### src/source/core_pkg.sv
package core_pkg;

  // datapath and address width
  localparam int xlen = 32;
  // first fetch address after reset
  localparam logic [xlen-1:0] reset_pc = 32'h1c00_0000;

  // 2RI12 opcodes, inst[31:22]
  localparam logic [9:0] op_addi_w = 10'h00a;
  localparam logic [9:0] op_ld_w   = 10'h0a2;
  localparam logic [9:0] op_st_w   = 10'h0a6;
  // 3R opcode, inst[31:15]
  localparam logic [16:0] op_add_w = 17'h00020;

  // one instruction word, two decode views
  typedef union packed {
    struct packed {
      logic [9:0]         opcode;
      logic signed [11:0] imm;
      logic [4:0]         rj;
      logic [4:0]         rd;
    } ri12;
    struct packed {
      logic [16:0] opcode;
      logic [4:0]  rk;
      logic [4:0]  rj;
      logic [4:0]  rd;
    } r3;
  } inst_t;

  // fixed axi attributes
  localparam int axi_id_w = 4;
  localparam logic [axi_id_w-1:0] axi_id_fetch = 4'd0;
  localparam logic [axi_id_w-1:0] axi_id_data  = 4'd1;
  localparam logic [2:0] axi_size_word   = 3'd2;
  localparam logic [1:0] axi_burst_incr  = 2'd1;
  localparam logic [1:0] axi_lock_normal = 2'd0;
  localparam logic [3:0] axi_cache_none  = 4'd0;
  localparam logic [2:0] axi_prot_data   = 3'd0;
  localparam logic [1:0] resp_okay       = 2'd0;

  // core fsm states
  localparam logic [2:0] st_fetch      = 3'd0;
  localparam logic [2:0] st_fetch_wait = 3'd1;
  localparam logic [2:0] st_exec       = 3'd2;
  localparam logic [2:0] st_mem_wait   = 3'd3;
  localparam logic [2:0] st_wb         = 3'd4;

  // bus master fsm states
  localparam logic [1:0] mst_idle  = 2'd0;
  localparam logic [1:0] mst_read  = 2'd1;
  localparam logic [1:0] mst_write = 2'd2;
  localparam logic [1:0] mst_resp  = 2'd3;

endpackage
### src/source/mem_req_if.sv
`timescale 1ns/1ps

interface mem_req_if;
  import core_pkg::*;

  // one-cycle request pulse, fields held until done
  logic            req;
  logic            write;
  // selects the fetch id on the bus
  logic            fetch;
  logic [xlen-1:0] addr;
  logic [xlen-1:0] wdata;
  // one-cycle completion, rdata valid with it
  logic            done;
  logic [xlen-1:0] rdata;

  modport requester (
    output req, write, fetch, addr, wdata,
    input  done, rdata
  );

  modport responder (
    input  req, write, fetch, addr, wdata,
    output done, rdata
  );

endinterface

### src/source/la_axi_bus.sv
`timescale 1ns/1ps

interface la_axi_bus;
  import core_pkg::*;

  // read address
  logic [axi_id_w-1:0] ar_id;
  logic [xlen-1:0]     ar_addr;
  logic                ar_valid;
  logic                ar_ready;
  // read data, always a single beat
  logic [axi_id_w-1:0] r_id;
  logic [xlen-1:0]     r_data;
  logic [1:0]          r_resp;
  logic                r_last;
  logic                r_valid;
  logic                r_ready;
  // write address
  logic [axi_id_w-1:0] aw_id;
  logic [xlen-1:0]     aw_addr;
  logic                aw_valid;
  logic                aw_ready;
  // write data, wid and wlast come from the top level
  logic [xlen-1:0]     w_data;
  logic [3:0]          w_strb;
  logic                w_valid;
  logic                w_ready;
  // write response
  logic [axi_id_w-1:0] b_id;
  logic [1:0]          b_resp;
  logic                b_valid;
  logic                b_ready;

  modport master (
    output ar_id, ar_addr, ar_valid, r_ready,
    output aw_id, aw_addr, aw_valid, w_data, w_strb, w_valid, b_ready,
    input  ar_ready, r_id, r_data, r_resp, r_last, r_valid,
    input  aw_ready, w_ready, b_id, b_resp, b_valid
  );

  modport slave (
    input  ar_id, ar_addr, ar_valid, r_ready,
    input  aw_id, aw_addr, aw_valid, w_data, w_strb, w_valid, b_ready,
    output ar_ready, r_id, r_data, r_resp, r_last, r_valid,
    output aw_ready, w_ready, b_id, b_resp, b_valid
  );

endinterface

### src/source/core_top.sv
`timescale 1ns/1ps

module core_top (
  input  logic                          aclk,
  input  logic                          reset,
  // read address
  output logic [core_pkg::axi_id_w-1:0] arid,
  output logic [core_pkg::xlen-1:0]     araddr,
  output logic [7:0]                    arlen,
  output logic [2:0]                    arsize,
  output logic [1:0]                    arburst,
  output logic [1:0]                    arlock,
  output logic [3:0]                    arcache,
  output logic [2:0]                    arprot,
  output logic                          arvalid,
  input  logic                          arready,
  // read data
  input  logic [core_pkg::axi_id_w-1:0] rid,
  input  logic [core_pkg::xlen-1:0]     rdata,
  input  logic [1:0]                    rresp,
  input  logic                          rlast,
  input  logic                          rvalid,
  output logic                          rready,
  // write address
  output logic [core_pkg::axi_id_w-1:0] awid,
  output logic [core_pkg::xlen-1:0]     awaddr,
  output logic [7:0]                    awlen,
  output logic [2:0]                    awsize,
  output logic [1:0]                    awburst,
  output logic [1:0]                    awlock,
  output logic [3:0]                    awcache,
  output logic [2:0]                    awprot,
  output logic                          awvalid,
  input  logic                          awready,
  // write data
  output logic [core_pkg::axi_id_w-1:0] wid,
  output logic [core_pkg::xlen-1:0]     wdata,
  output logic [3:0]                    wstrb,
  output logic                          wlast,
  output logic                          wvalid,
  input  logic                          wready,
  // write response
  input  logic [core_pkg::axi_id_w-1:0] bid,
  input  logic [1:0]                    bresp,
  input  logic                          bvalid,
  output logic                          bready,
  // writeback trace
  output logic [core_pkg::xlen-1:0]     debug0_wb_pc,
  output logic [3:0]                    debug0_wb_rf_wen,
  output logic [4:0]                    debug0_wb_rf_wnum,
  output logic [core_pkg::xlen-1:0]     debug0_wb_rf_wdata,
  output logic [core_pkg::xlen-1:0]     debug0_wb_inst
);
  import core_pkg::*;

  // core sees reset one cycle late
  logic reset_q;

  always_ff @(posedge aclk) begin
    reset_q <= reset;
  end

  la_axi_bus axi_bus ();
  mem_req_if mem_req ();

  // slave side inputs
  assign axi_bus.ar_ready = arready;
  assign axi_bus.r_id     = rid;
  assign axi_bus.r_data   = rdata;
  assign axi_bus.r_resp   = rresp;
  assign axi_bus.r_last   = rlast;
  assign axi_bus.r_valid  = rvalid;
  assign axi_bus.aw_ready = awready;
  assign axi_bus.w_ready  = wready;
  assign axi_bus.b_id     = bid;
  assign axi_bus.b_resp   = bresp;
  assign axi_bus.b_valid  = bvalid;

  // read channel out, single beat incr word
  assign arid    = axi_bus.ar_id;
  assign araddr  = axi_bus.ar_addr;
  assign arlen   = 8'd0;
  assign arsize  = axi_size_word;
  assign arburst = axi_burst_incr;
  assign arlock  = axi_lock_normal;
  assign arcache = axi_cache_none;
  assign arprot  = axi_prot_data;
  assign arvalid = axi_bus.ar_valid;
  assign rready  = axi_bus.r_ready;

  // write channels out
  assign awid    = axi_bus.aw_id;
  assign awaddr  = axi_bus.aw_addr;
  assign awlen   = 8'd0;
  assign awsize  = axi_size_word;
  assign awburst = axi_burst_incr;
  assign awlock  = axi_lock_normal;
  assign awcache = axi_cache_none;
  assign awprot  = axi_prot_data;
  assign awvalid = axi_bus.aw_valid;
  // axi3 wid mirrors awid
  assign wid     = axi_bus.aw_id;
  assign wdata   = axi_bus.w_data;
  assign wstrb   = axi_bus.w_strb;
  assign wlast   = 1'b1;
  assign wvalid  = axi_bus.w_valid;
  assign bready  = axi_bus.b_ready;

  core_exec u_core_exec (
    .aclk        (aclk),
    .reset       (reset_q),
    .mem         (mem_req),
    .trace_wen   (debug0_wb_rf_wen),
    .trace_pc    (debug0_wb_pc),
    .trace_inst  (debug0_wb_inst),
    .trace_wdata (debug0_wb_rf_wdata),
    .trace_wnum  (debug0_wb_rf_wnum)
  );

  axi_master u_axi_master (
    .aclk  (aclk),
    .reset (reset_q),
    .req   (mem_req),
    .axi   (axi_bus)
  );

endmodule

### src/source/axi_master.sv
`timescale 1ns/1ps

module axi_master (
  input logic          aclk,
  input logic          reset,
  mem_req_if.responder req,
  la_axi_bus.master    axi
);
  import core_pkg::*;

  logic [1:0]          state;
  // latched request fields
  logic [axi_id_w-1:0] cur_id;
  logic [xlen-1:0]     cur_addr;
  logic [xlen-1:0]     cur_wdata;

  assign axi.ar_id   = cur_id;
  assign axi.ar_addr = cur_addr;
  assign axi.aw_id   = cur_id;
  assign axi.aw_addr = cur_addr;
  assign axi.w_data  = cur_wdata;
  // full word writes only
  assign axi.w_strb  = 4'hf;

  always_ff @(posedge aclk) begin
    if (reset) begin
      state        <= mst_idle;
      axi.ar_valid <= 1'b0;
      axi.aw_valid <= 1'b0;
      axi.w_valid  <= 1'b0;
      axi.r_ready  <= 1'b0;
      axi.b_ready  <= 1'b0;
      req.done     <= 1'b0;
    end else begin
      req.done <= 1'b0;
      case (state)
        mst_idle: begin
          if (req.req && req.write) begin
            axi.aw_valid <= 1'b1;
            axi.w_valid  <= 1'b1;
            state        <= mst_write;
          end else if (req.req) begin
            axi.ar_valid <= 1'b1;
            state        <= mst_read;
          end
        end
        mst_read: begin
          if (axi.ar_ready) begin
            axi.ar_valid <= 1'b0;
            axi.r_ready  <= 1'b1;
            state        <= mst_resp;
          end
        end
        mst_write: begin
          // aw and w accepted independently
          if (axi.aw_ready) begin
            axi.aw_valid <= 1'b0;
          end
          if (axi.w_ready) begin
            axi.w_valid <= 1'b0;
          end
          if ((axi.aw_ready || !axi.aw_valid) && (axi.w_ready || !axi.w_valid)) begin
            axi.b_ready <= 1'b1;
            state       <= mst_resp;
          end
        end
        mst_resp: begin
          // only one of r_ready / b_ready is up here
          if (axi.r_valid && axi.r_ready) begin
            axi.r_ready <= 1'b0;
            req.done    <= 1'b1;
            state       <= mst_idle;
          end
          if (axi.b_valid && axi.b_ready) begin
            axi.b_ready <= 1'b0;
            req.done    <= 1'b1;
            state       <= mst_idle;
          end
        end
        default: begin
          state <= mst_idle;
        end
      endcase
    end
  end

  // payload, captured on request and on read data
  always_ff @(posedge aclk) begin
    if (state == mst_idle && req.req) begin
      cur_id    <= req.fetch ? axi_id_fetch : axi_id_data;
      cur_addr  <= req.addr;
      cur_wdata <= req.wdata;
    end
    if (axi.r_valid && axi.r_ready) begin
      req.rdata <= axi.r_data;
    end
  end

  // error responses are not retried, only flagged
  assert property (@(posedge aclk) disable iff (reset)
    axi.r_valid && axi.r_ready |->
      axi.r_resp == resp_okay && axi.r_last && axi.r_id == cur_id);

  assert property (@(posedge aclk) disable iff (reset)
    axi.b_valid && axi.b_ready |-> axi.b_resp == resp_okay && axi.b_id == cur_id);

  // ar held with a stable address until accepted
  assert property (@(posedge aclk) disable iff (reset)
    axi.ar_valid && !axi.ar_ready |=> axi.ar_valid && $stable(axi.ar_addr));

endmodule

### src/source/core_exec.sv
`timescale 1ns/1ps

module core_exec (
  input  logic                      aclk,
  input  logic                      reset,
  mem_req_if.requester              mem,
  output logic [3:0]                trace_wen,
  output logic [core_pkg::xlen-1:0] trace_pc,
  output logic [core_pkg::xlen-1:0] trace_inst,
  output logic [core_pkg::xlen-1:0] trace_wdata,
  output logic [4:0]                trace_wnum
);
  import core_pkg::*;

  logic [2:0]      state;
  logic [xlen-1:0] pc;
  // fetched word decoded through both views
  inst_t           inst_q;
  logic [xlen-1:0] result_q;
  logic            wb_en_q;
  // set while a bus request is open
  logic            req_open;

  logic            is_addi;
  logic            is_add;
  logic            is_ld;
  logic            is_st;
  logic            is_mem;
  logic [xlen-1:0] imm_ext;
  logic [4:0]      rf_ra2;
  logic [xlen-1:0] rf_rd1;
  logic [xlen-1:0] rf_rd2;
  logic [xlen-1:0] alu_out;
  logic            rf_we;

  // decode
  assign is_addi = inst_q.ri12.opcode == op_addi_w;
  assign is_ld   = inst_q.ri12.opcode == op_ld_w;
  assign is_st   = inst_q.ri12.opcode == op_st_w;
  assign is_add  = inst_q.r3.opcode == op_add_w;
  assign is_mem  = is_ld || is_st;
  assign imm_ext = {{(xlen - 12){inst_q.ri12.imm[11]}}, inst_q.ri12.imm};

  // second read port is rk for 3R, store data (rd) otherwise
  assign rf_ra2 = is_add ? inst_q.r3.rk : inst_q.ri12.rd;

  reg_file u_reg_file (
    .aclk (aclk),
    .ra1  (inst_q.ri12.rj),
    .ra2  (rf_ra2),
    .wa   (inst_q.ri12.rd),
    .we   (rf_we),
    .wd   (result_q),
    .rd1  (rf_rd1),
    .rd2  (rf_rd2)
  );

  // add.w uses rk, everything else rj + imm (incl. ld/st address)
  assign alu_out = is_add ? rf_rd1 + rf_rd2 : rf_rd1 + imm_ext;

  // bus request pulses on entry to a wait state
  assign mem.req   = (state == st_fetch) || (state == st_exec && is_mem);
  assign mem.fetch = (state == st_fetch) || (state == st_fetch_wait);
  assign mem.write = !mem.fetch && is_st;
  assign mem.addr  = mem.fetch ? pc : alu_out;
  assign mem.wdata = rf_rd2;

  always_ff @(posedge aclk) begin
    if (reset) begin
      state   <= st_fetch;
      pc      <= reset_pc;
      wb_en_q <= 1'b0;
    end else begin
      case (state)
        st_fetch: begin
          state <= st_fetch_wait;
        end
        st_fetch_wait: begin
          if (mem.done) begin
            state <= st_exec;
          end
        end
        st_exec: begin
          // writes to r0 are dropped here with no trace
          wb_en_q <= (is_addi || is_add || is_ld) && inst_q.ri12.rd != 5'd0;
          state   <= is_mem ? st_mem_wait : st_wb;
        end
        st_mem_wait: begin
          if (mem.done) begin
            state <= st_wb;
          end
        end
        st_wb: begin
          // unknown opcodes retire here as no-ops
          pc    <= pc + 32'd4;
          state <= st_fetch;
        end
        default: begin
          state <= st_fetch;
        end
      endcase
    end
  end

  // instruction word and result
  always_ff @(posedge aclk) begin
    if (state == st_fetch_wait && mem.done) begin
      inst_q <= mem.rdata;
    end
    if (state == st_exec) begin
      result_q <= alu_out;
    end else if (state == st_mem_wait && mem.done && is_ld) begin
      result_q <= mem.rdata;
    end
  end

  always_ff @(posedge aclk) begin
    if (reset) begin
      req_open <= 1'b0;
    end else if (mem.req) begin
      req_open <= 1'b1;
    end else if (mem.done) begin
      req_open <= 1'b0;
    end
  end

  // writeback and trace
  assign rf_we       = (state == st_wb) && wb_en_q;
  assign trace_wen   = rf_we ? 4'hf : 4'h0;
  assign trace_pc    = pc;
  assign trace_inst  = inst_q;
  assign trace_wnum  = inst_q.ri12.rd;
  assign trace_wdata = result_q;

  // no register write while a fetch or memory request is still open
  assert property (@(posedge aclk) disable iff (reset) rf_we |-> !req_open);

  // only one bus request open at a time
  assert property (@(posedge aclk) disable iff (reset) mem.req |-> !req_open);

endmodule

### src/source/reg_file.sv
`timescale 1ns/1ps

module reg_file (
  input  logic                     aclk,
  input  logic [4:0]               ra1,
  input  logic [4:0]               ra2,
  input  logic [4:0]               wa,
  input  logic                     we,
  input  logic [core_pkg::xlen-1:0] wd,
  output logic [core_pkg::xlen-1:0] rd1,
  output logic [core_pkg::xlen-1:0] rd2
);
  import core_pkg::*;

  // general registers, entry 0 is never written
  logic [xlen-1:0] regs [32];

  always_ff @(posedge aclk) begin
    if (we && wa != 5'd0) begin
      regs[wa] <= wd;
    end
  end

  // async reads, r0 forced to zero
  assign rd1 = (ra1 == 5'd0) ? '0 : regs[ra1];
  assign rd2 = (ra2 == 5'd0) ? '0 : regs[ra2];

  // write address must be resolved whenever a write is enabled
  assert property (@(posedge aclk) we |-> !$isunknown(wa));

endmodule

### config.mk
export PLATFORM = sky130hd
export DESIGN_NAME = core_top
export DESIGN_NICKNAME = d
export VERILOG_FILES = /design/src/source/core_pkg.sv /design/src/source/mem_req_if.sv /design/src/source/la_axi_bus.sv /design/src/source/core_top.sv /design/src/source/axi_master.sv /design/src/source/core_exec.sv /design/src/source/reg_file.sv
export SDC_FILE = /design/constraint.sdc
export NUM_CORES = 2
export LEC_CHECK = 0
export BUFFER_PORTS_ARGS = -buffer_cell sky130_fd_sc_hd__buf_2
export CORE_MARGIN = 2
export CORE_UTILIZATION = 40
export CTS_BUF_LIST = sky130_fd_sc_hd__clkbuf_8
export CTS_CLUSTER_SIZE = 30
export DETAILED_ROUTE_END_ITERATION = 7
export SLEW_MARGIN = 40
export SYNTH_ARGS = -nofsm -noshare
export SYNTH_HDL_FRONTEND = slang
export SYNTH_HIERARCHICAL = 1
export SYNTH_SLANG_ARGS = --single-unit
### constraint.sdc
create_clock -name aclk -period 8.75 [get_ports aclk]
set_input_delay 0.4375 -clock aclk [delete_from_list [all_inputs] [get_ports aclk]]
set_output_delay 0.4375 -clock aclk [all_outputs]
set_load 0.01 [all_outputs]
# Word-level counts from Yosys, hierarchy flattened
# Memory sizes are Yosys's and may differ from the RTL's. A register that Yosys moved wholly into a read port is not among the register bits.
# Index checks and enable logic that the tools add are counted.
[word_totals]
regBits = 209
ramBits = 1024
wordCells = 127
n_memories = 1
[mem_list]
columns = ["memory", "depth", "width", "rd", "rd_ports_with_merged_regs", "write_ports", "line", "rtl"]
rows = [
  ["u_core_exec.u_reg_file.regs", 32, 32, 2, 1, 1, "reg_file.sv:16", "logic [xlen-1:0] regs [32];"],
]
[classes]
addsub = 3
eq_ne = 24
n_mux = 40
bitwise_logic = 1
reduce_logical = 41
[ops]
columns = ["operator", "count"]
rows = [
  ["32-bit two-way mux", 6],
  ["32-bit adder", 2],
  ["32-bit by 3-bit adder with 32-bit output, second input constant", 1],
  ["10-bit by 8-bit equality test with 1-bit output, second input constant", 2],
  ["17-bit by 6-bit equality test with 1-bit output, second input constant", 1],
  ["1-bit two-way mux", 15],
  ["2-bit by 1-bit != test with 1-bit output, second input constant", 7],
  ["1-bit logical AND", 13],
  ["2-bit two-way mux", 6],
  ["3-bit one-hot mux with 4 select lines", 1],
  ["3-bit AND reduction", 4],
  ["10-bit by 4-bit equality test with 1-bit output, second input constant", 1],
  ["5-bit logical NOT", 2],
  ["5-bit two-way mux", 2],
  ["1-bit one-hot mux with 2 select lines", 5],
  ["2-bit nonzero test", 5],
  ["3-bit two-way mux", 3],
  ["2-bit != test, second input constant", 4],
  ["2-bit one-hot mux with 4 select lines", 1],
  ["4-bit AND reduction", 2],
  ["1-bit logical OR", 7],
  ["3-bit by 2-bit equality test with 1-bit output, second input constant", 2],
  ["3-bit by 1-bit != test with 1-bit output, second input constant", 2],
  ["5-bit nonzero test", 1],
  ["11 further kinds", 14],
]

# Longest topological paths before layout
[depth]
depth_word = 7
ltp_mapped = 24
mapped_depth_nobuf = 18

# Hierarchy
# The synthesis kept the hierarchy.
[by_module_without_submodules]
columns = ["module", "n_inst", "cells_each", "area_per_inst_um2", "seq_area_each_um2"]
rows = [
  ["reg_file", 1, 2564, 47927.2, 30749.5],
  ["core_exec", 1, 747, 6595.1, 2602.5],
  ["axi_master", 1, 204, 3742.3, 3072.9],
  ["core_top", 1, 52, 395.4, 20.0],
]

# Worst setup path after synthesis
# OpenSTA, ideal clock, no wires.
[synth_path]
path_type = "register to register"
start = "reg u_core_exec.inst_q, in the netlist u_core_exec/trace_inst[26]"
end = "reg u_core_exec.result_q[28], in the netlist u_core_exec/trace_wdata[28], data pin"
t_arrival_ns = 5.379
path_slack_ns = 3.112
stages_incl_launch_ff = 22
n_path_buf = 3
period_less_slack_ns = 5.638
cell_sequence = "edfxtp_1 or4_1 nor2_1 and4_1 buf_2 mux2_2 buf_6 buf_6 mux4_1 mux2_2 a221oi_2 a211oi_1 mux2_2 ha_1 fa_1 a211oi_1 o21ai_0 a211o_1 a21o_1 a21oi_1 nor4_1 a211o_1"
[synth_between]
elab_chain_len = 7
[synth_lines]
columns = ["element", "line", "rtl"]
rows = [
  ["start, declared", "core_exec.sv:18", "inst_t inst_q;"],
  ["start signal, assigned", "core_exec.sv:108", "inst_q <= mem.rdata;"],
  ["17-bit by 6-bit equality test with 1-bit output (*)", "core_exec.sv:40", "assign is_add = inst_q.r3.opcode == op_add_w;"],
  ["5-bit two-way mux (*)", "core_exec.sv:45", "assign rf_ra2 = is_add ? inst_q.r3.rk : inst_q.ri12.rd;"],
  ["via u_core_exec.rf_ra2[0]", "core_exec.sv:30", "logic [4:0] rf_ra2;"],
  ["memory 32 x 32 bit / 5-bit logical NOT (equally long branches)", "n/a", ""],
  ["32-bit two-way mux (*)", "reg_file.sv:26", "assign rd2 = (ra2 == 5'd0) ? '0 : regs[ra2];"],
  ["via mem_req.wdata[0]", "mem_req_if.sv:12", "logic [xlen-1:0] wdata;"],
  ["32-bit adder (*)", "core_exec.sv:59", "assign alu_out = is_add ? rf_rd1 + rf_rd2 : rf_rd1 + imm_ext;"],
  ["32-bit two-way mux (*)", "core_exec.sv:59", ""],
  ["32-bit two-way mux (*)", "core_exec.sv:110", "if (state == st_exec) begin"],
  ["end signal, assigned", "core_exec.sv:111", "result_q <= alu_out;"],
  ["end signal, assigned", "core_exec.sv:113", "result_q <= mem.rdata;"],
  ["end, declared", "core_exec.sv:19", "logic [xlen-1:0] result_q;"],
]
# The timed path passes the listed nets; every way through them passes the cells marked *.
# A chain may end at the register's enable or synchronous reset.

# Worst setup path after layout
[layout_path]
start = "reg u_core_exec.inst_q, in the netlist u_core_exec/trace_inst[26]"
end = "reg u_core_exec.result_q[18], in the netlist u_core_exec/trace_wdata[18], data pin"
# Same word-level chain as after synthesis.

==> flow_summary.json <==
{
  "outcome": "finished, final reports clean",
  "ys_ff_latch": 1228,
  "portBuffers": 245,
  "slew_headroom": 0.3575,
  "powerDensity_nw_per_um2": 173.3,
  "hp-class": "input pin to flop",
  "num_rows": 140,
  "place_congestion": 0.9103,
  "synth_edf_count": 1185,
  "endpoint_kind": "flop",
  "grt-ovfl-total": 0,
  "min_from": "reset",
  "detail_route.wl_per_cell_microns": 33.31,
  "dpl.hpwl_microns": 123100,
  "hold_depth": 2,
  "yosysTopAreaCell": "edfxtp_1",
  "min_period_ps": 7649,
  "track_usage": 0.2642,
  "netlist_area_sq_um": 58660,
  "cts.sinks": 1228,
  "reg2reg_depth": 19,
  "critical_path_class": "flop to flop",
  "whs_ps": 184.3,
  "avgSynthCellArea_sq_um": 16.45,
  "insertion_delay_ps": 930,
  "finClkSkew_ps": 44.12,
  "synth_top_cells_by_area": "edfxtp_1 61%, mux4_2 11%, mux2i_1 5.5%",
  "drt_pass1_iterations": 6,
  "die_area_sq_um": 149700,
  "route.detailed.drc": 0,
  "worstMarginPinSlew_ps": 963.7,
  "vias": 38390,
  "io_pins": 319,
  "rrSetupSlack_ps": 1100,
  "synthArstFlopShare": 0,
  "ant_nets": 0,
  "cts.htree.levels": 4,
  "syn_inst": 3567,
  "maxCapViolCount": 0,
  "nFillCells": 12540,
  "fmaxAchievable_mhz": 130.7,
  "grt_setup_unrepaired": "false",
  "busiest_layer": "met2",
  "grt_util_met3": 0.06200,
  "use_met1": 0.3571,
  "drive_above_1_share": 0.2825,
  "finalWirelength_microns": 201700,
  "finish.utilization": 0.4596,
  "grt_max_degree": 132,
  "synth.distinct_cells": 76,
  "irDropWorstVdd_mv": 0.1637,
  "path_clk_slew_ps": 60,
  "antenna_found_initial": 9,
  "synth-main-ff-cell": "edfxtp_1",
  "r2r_start": "u_core_exec/trace_inst[26]",
  "nets": 4059,
  "finalSetupViolCount": 0,
  "arrival_ps": 8290,
  "p_leak_nw": 23.14,
  "grt_pass1_vias": 37120,
  "area_delta_synth_final_pct": 14.06,
  "slew_violations": 0,
  "synth.top_cell.area_share": 0.6066,
  "ys_seq_area_frac": 0.6213,
  "cts_buffer_depth": 3,
  "hold_viol_final": 0,
  "yosysWarnings": 6,
  "met2_usage": 0.4044,
  "die_w_microns": 387.0,
  "initialDrtViolationCount": 5060,
  "critPathRequiredTime_ps": 9390,
  "viasPerCell": 6.339,
  "min_to": "reset_q",
  "tritoncts": "done",
  "crit_path_start_kind": "flop",
  "die_height_microns": 387.0,
  "core_area_sq_um": 145600,
  "crit_fanout": 53,
  "r2r-end": "u_core_exec/trace_wdata[18]",
  "postCtsSetupBuffers": 0,
  "fin_area_sq_um": 66910,
  "cts-buffers-inserted": 201,
  "grt_pass1_wl_microns": 280800,
  "post-route-period-util": 0.8742,
  "fin_tns_setup_ps": 0,
  "initial_core_util": 0.4030,
  "dpl_cell_area_sq_um": 62720,
  "cts-root-buf": "clkbuf_8"
}
## worst max-delay path, stage by stage, from the launching register on
cell and delay [ps]:
edfxtp_1 430, or4_1 570, nor2_1 330, and4_2 580
mux2_8 640, and2_2 580, buf_4 320, a22oi_1 180
nand4_1 320, a211oi_1 630, inv_1 170, a21boi_0 210
ha_1 290, nand4_1 200, nor3_1 260, o31ai_1 200
a211oi_2 490, nor2_1 100, xnor2_1 550, o21ai_0 200
## cell usage after synthesis, types with 7 or more instances
library cell,n
edfxtp_1,1185
mux2i_1,324
mux4_2,298
nand2_1,198
buf_4,154
clkbuf_1,123
o21ai_0,113
nor2_1,105
a21oi_1,83
mux2_2,74
a211oi_1,70
a22oi_1,65
o221ai_1,65
buf_2,54
mux4_1,54
nand4_1,47
dfxtp_1,43
nor2b_1,39
a221oi_1,37
ha_1,36
xor2_1,34
a21o_1,33
a311oi_1,33
nand3_1,21
a221oi_2,19
and3_1,19
buf_6,18
inv_1,17
o21a_1,16
nor3_1,15
xnor2_1,14
and2_1,13
a211o_1,9
and4_1,9
o2111ai_1,9
o31ai_1,9
o211ai_1,8
or3_1,8
a31oi_1,7
buf_1,7
nand2b_1,7
nand3b_1,7
or2_2,7
## metal layers
metal / part of all wire / vias up / routed length (microns)
met5: 0.00015 / - / 30
met2: 0.45 / 2702 / 90900
met4: 0.049 / 4 / 9853
met1: 0.39 / 19850 / 78230
met3: 0.11 / 486 / 22660
li1: - / 15350 / -
## stage by stage
step | worst slack (ps) | std cells | power (mW)
2_1_floorplan | 3112 | 3650 | 6.828
3_5_place_dp | 1348 | 5644 | 6.949
3_3_place_gp | 1351 | 5618 | 6.951
5_1_grt | 918.5 | 6052 | 11.94
6_report | 1101 | 6055 | 11.59
4_1_cts | 1310 | 6050 | 11.66
## placed cells by master, fill, tap and decap left out, drive strengths merged, types with 14 or more instances in the layout
cell type	netlist	routed
nand4	47	47
o21a	16	16
a21o	33	33
clkinv	1	86
xnor2	14	14
a22oi	66	66
nor2b	40	40
xor2	34	34
edfxtp	1185	1185
dfxtp	43	43
mux4	352	352
nor2	107	107
o21ai	119	119
dlygate4sd3	0	39
and3	19	19
mux2	75	75
mux2i	324	324
nand2	199	199
conb	6	89
buf	233	436
inv	18	83
a221oi	56	56
a211oi	72	72
a21oi	83	83
clkbuf	125	205
a311oi	33	33
nand3	22	22
nor3	15	15
ha	36	36
o221ai	65	65
## flip-flops by register name (all words and copies together) (netlist names), 2 cells and up
signal                       cells
u_core_exec/u_reg_file/regs   1024
u_axi_master/axi.ar_addr        32
u_axi_master/axi.w_data         32
u_axi_master/req.rdata          32
u_core_exec/trace_inst          32
u_core_exec/trace_wdata         32
u_core_exec/trace_pc            30
u_core_exec/state                3
u_axi_master/state               2
## worst max-delay path by stage
| stage | start | end | slack, ps | depth (start not counted) |
|---|---|---|---|---|
| finish | u_core_exec/trace_inst[26] | u_core_exec/trace_wdata[18] | 1100 | 19 |
| CTS | u_core_exec/trace_inst[26] | u_core_exec/trace_wdata[13] | 1310 | 19 |
| global placement | u_core_exec/trace_inst[26] | u_core_exec/trace_wdata[13] | 1350 | 19 |
| floorplan | u_core_exec/trace_inst[26] | u_core_exec/trace_wdata[28] | 3110 | 21 |
| detailed placement | u_core_exec/trace_inst[26] | u_core_exec/trace_wdata[26] | 1350 | 17 |
| global route | u_core_exec/trace_inst[26] | u_core_exec/trace_wdata[18] | 920 | 19 |
## power breakdown
part | total [mW] | internal [mW] | switching [mW]
clock network | 4.75 | 2.38 | 2.36
registers | 6.52 | 6.47 | 0.0577
logic | 0.322 | 0.110 | 0.212
## layout make-up
cell class	instances	area (sq um)	area share
diodes	4	10.01	0.0001496
clock buffers	205	2821	0.04217
clock inverters	162	900.9	0.01346
inverters	19	72.57	0.001085
multi-input cells	2045	20850	0.3116
flip-flops and latches	1228	36450	0.5447
well taps	1917	2399	0.03585
repair buffers	475	3412	0.05100
## kinds of logic (layout without fill, tap and decap cells)
| family | count (synthesis) | count (layout) | synth area share |
|---|---|---|---|
| flops | 1228 | 1228 | 0.6213 |
| mux | 751 | 751 | 0.2083 |
| compound gates | 603 | 603 | 0.07455 |
| simple gates | 517 | 517 | 0.04279 |
| buf+inv | 377 | 861 | 0.03752 |
| xor+xnor | 48 | 48 | 0.007167 |
| fa+ha+maj | 37 | 37 | 0.008020 |
| other cells | 6 | 93 | 0.0003839 |
## what timing repair did
action / CTS / global route
hold endpoints to repair: 41 / 0
resized for setup: 0 / 0
hold buffers: 39 / 0
(Power assumes the default switching activity.)
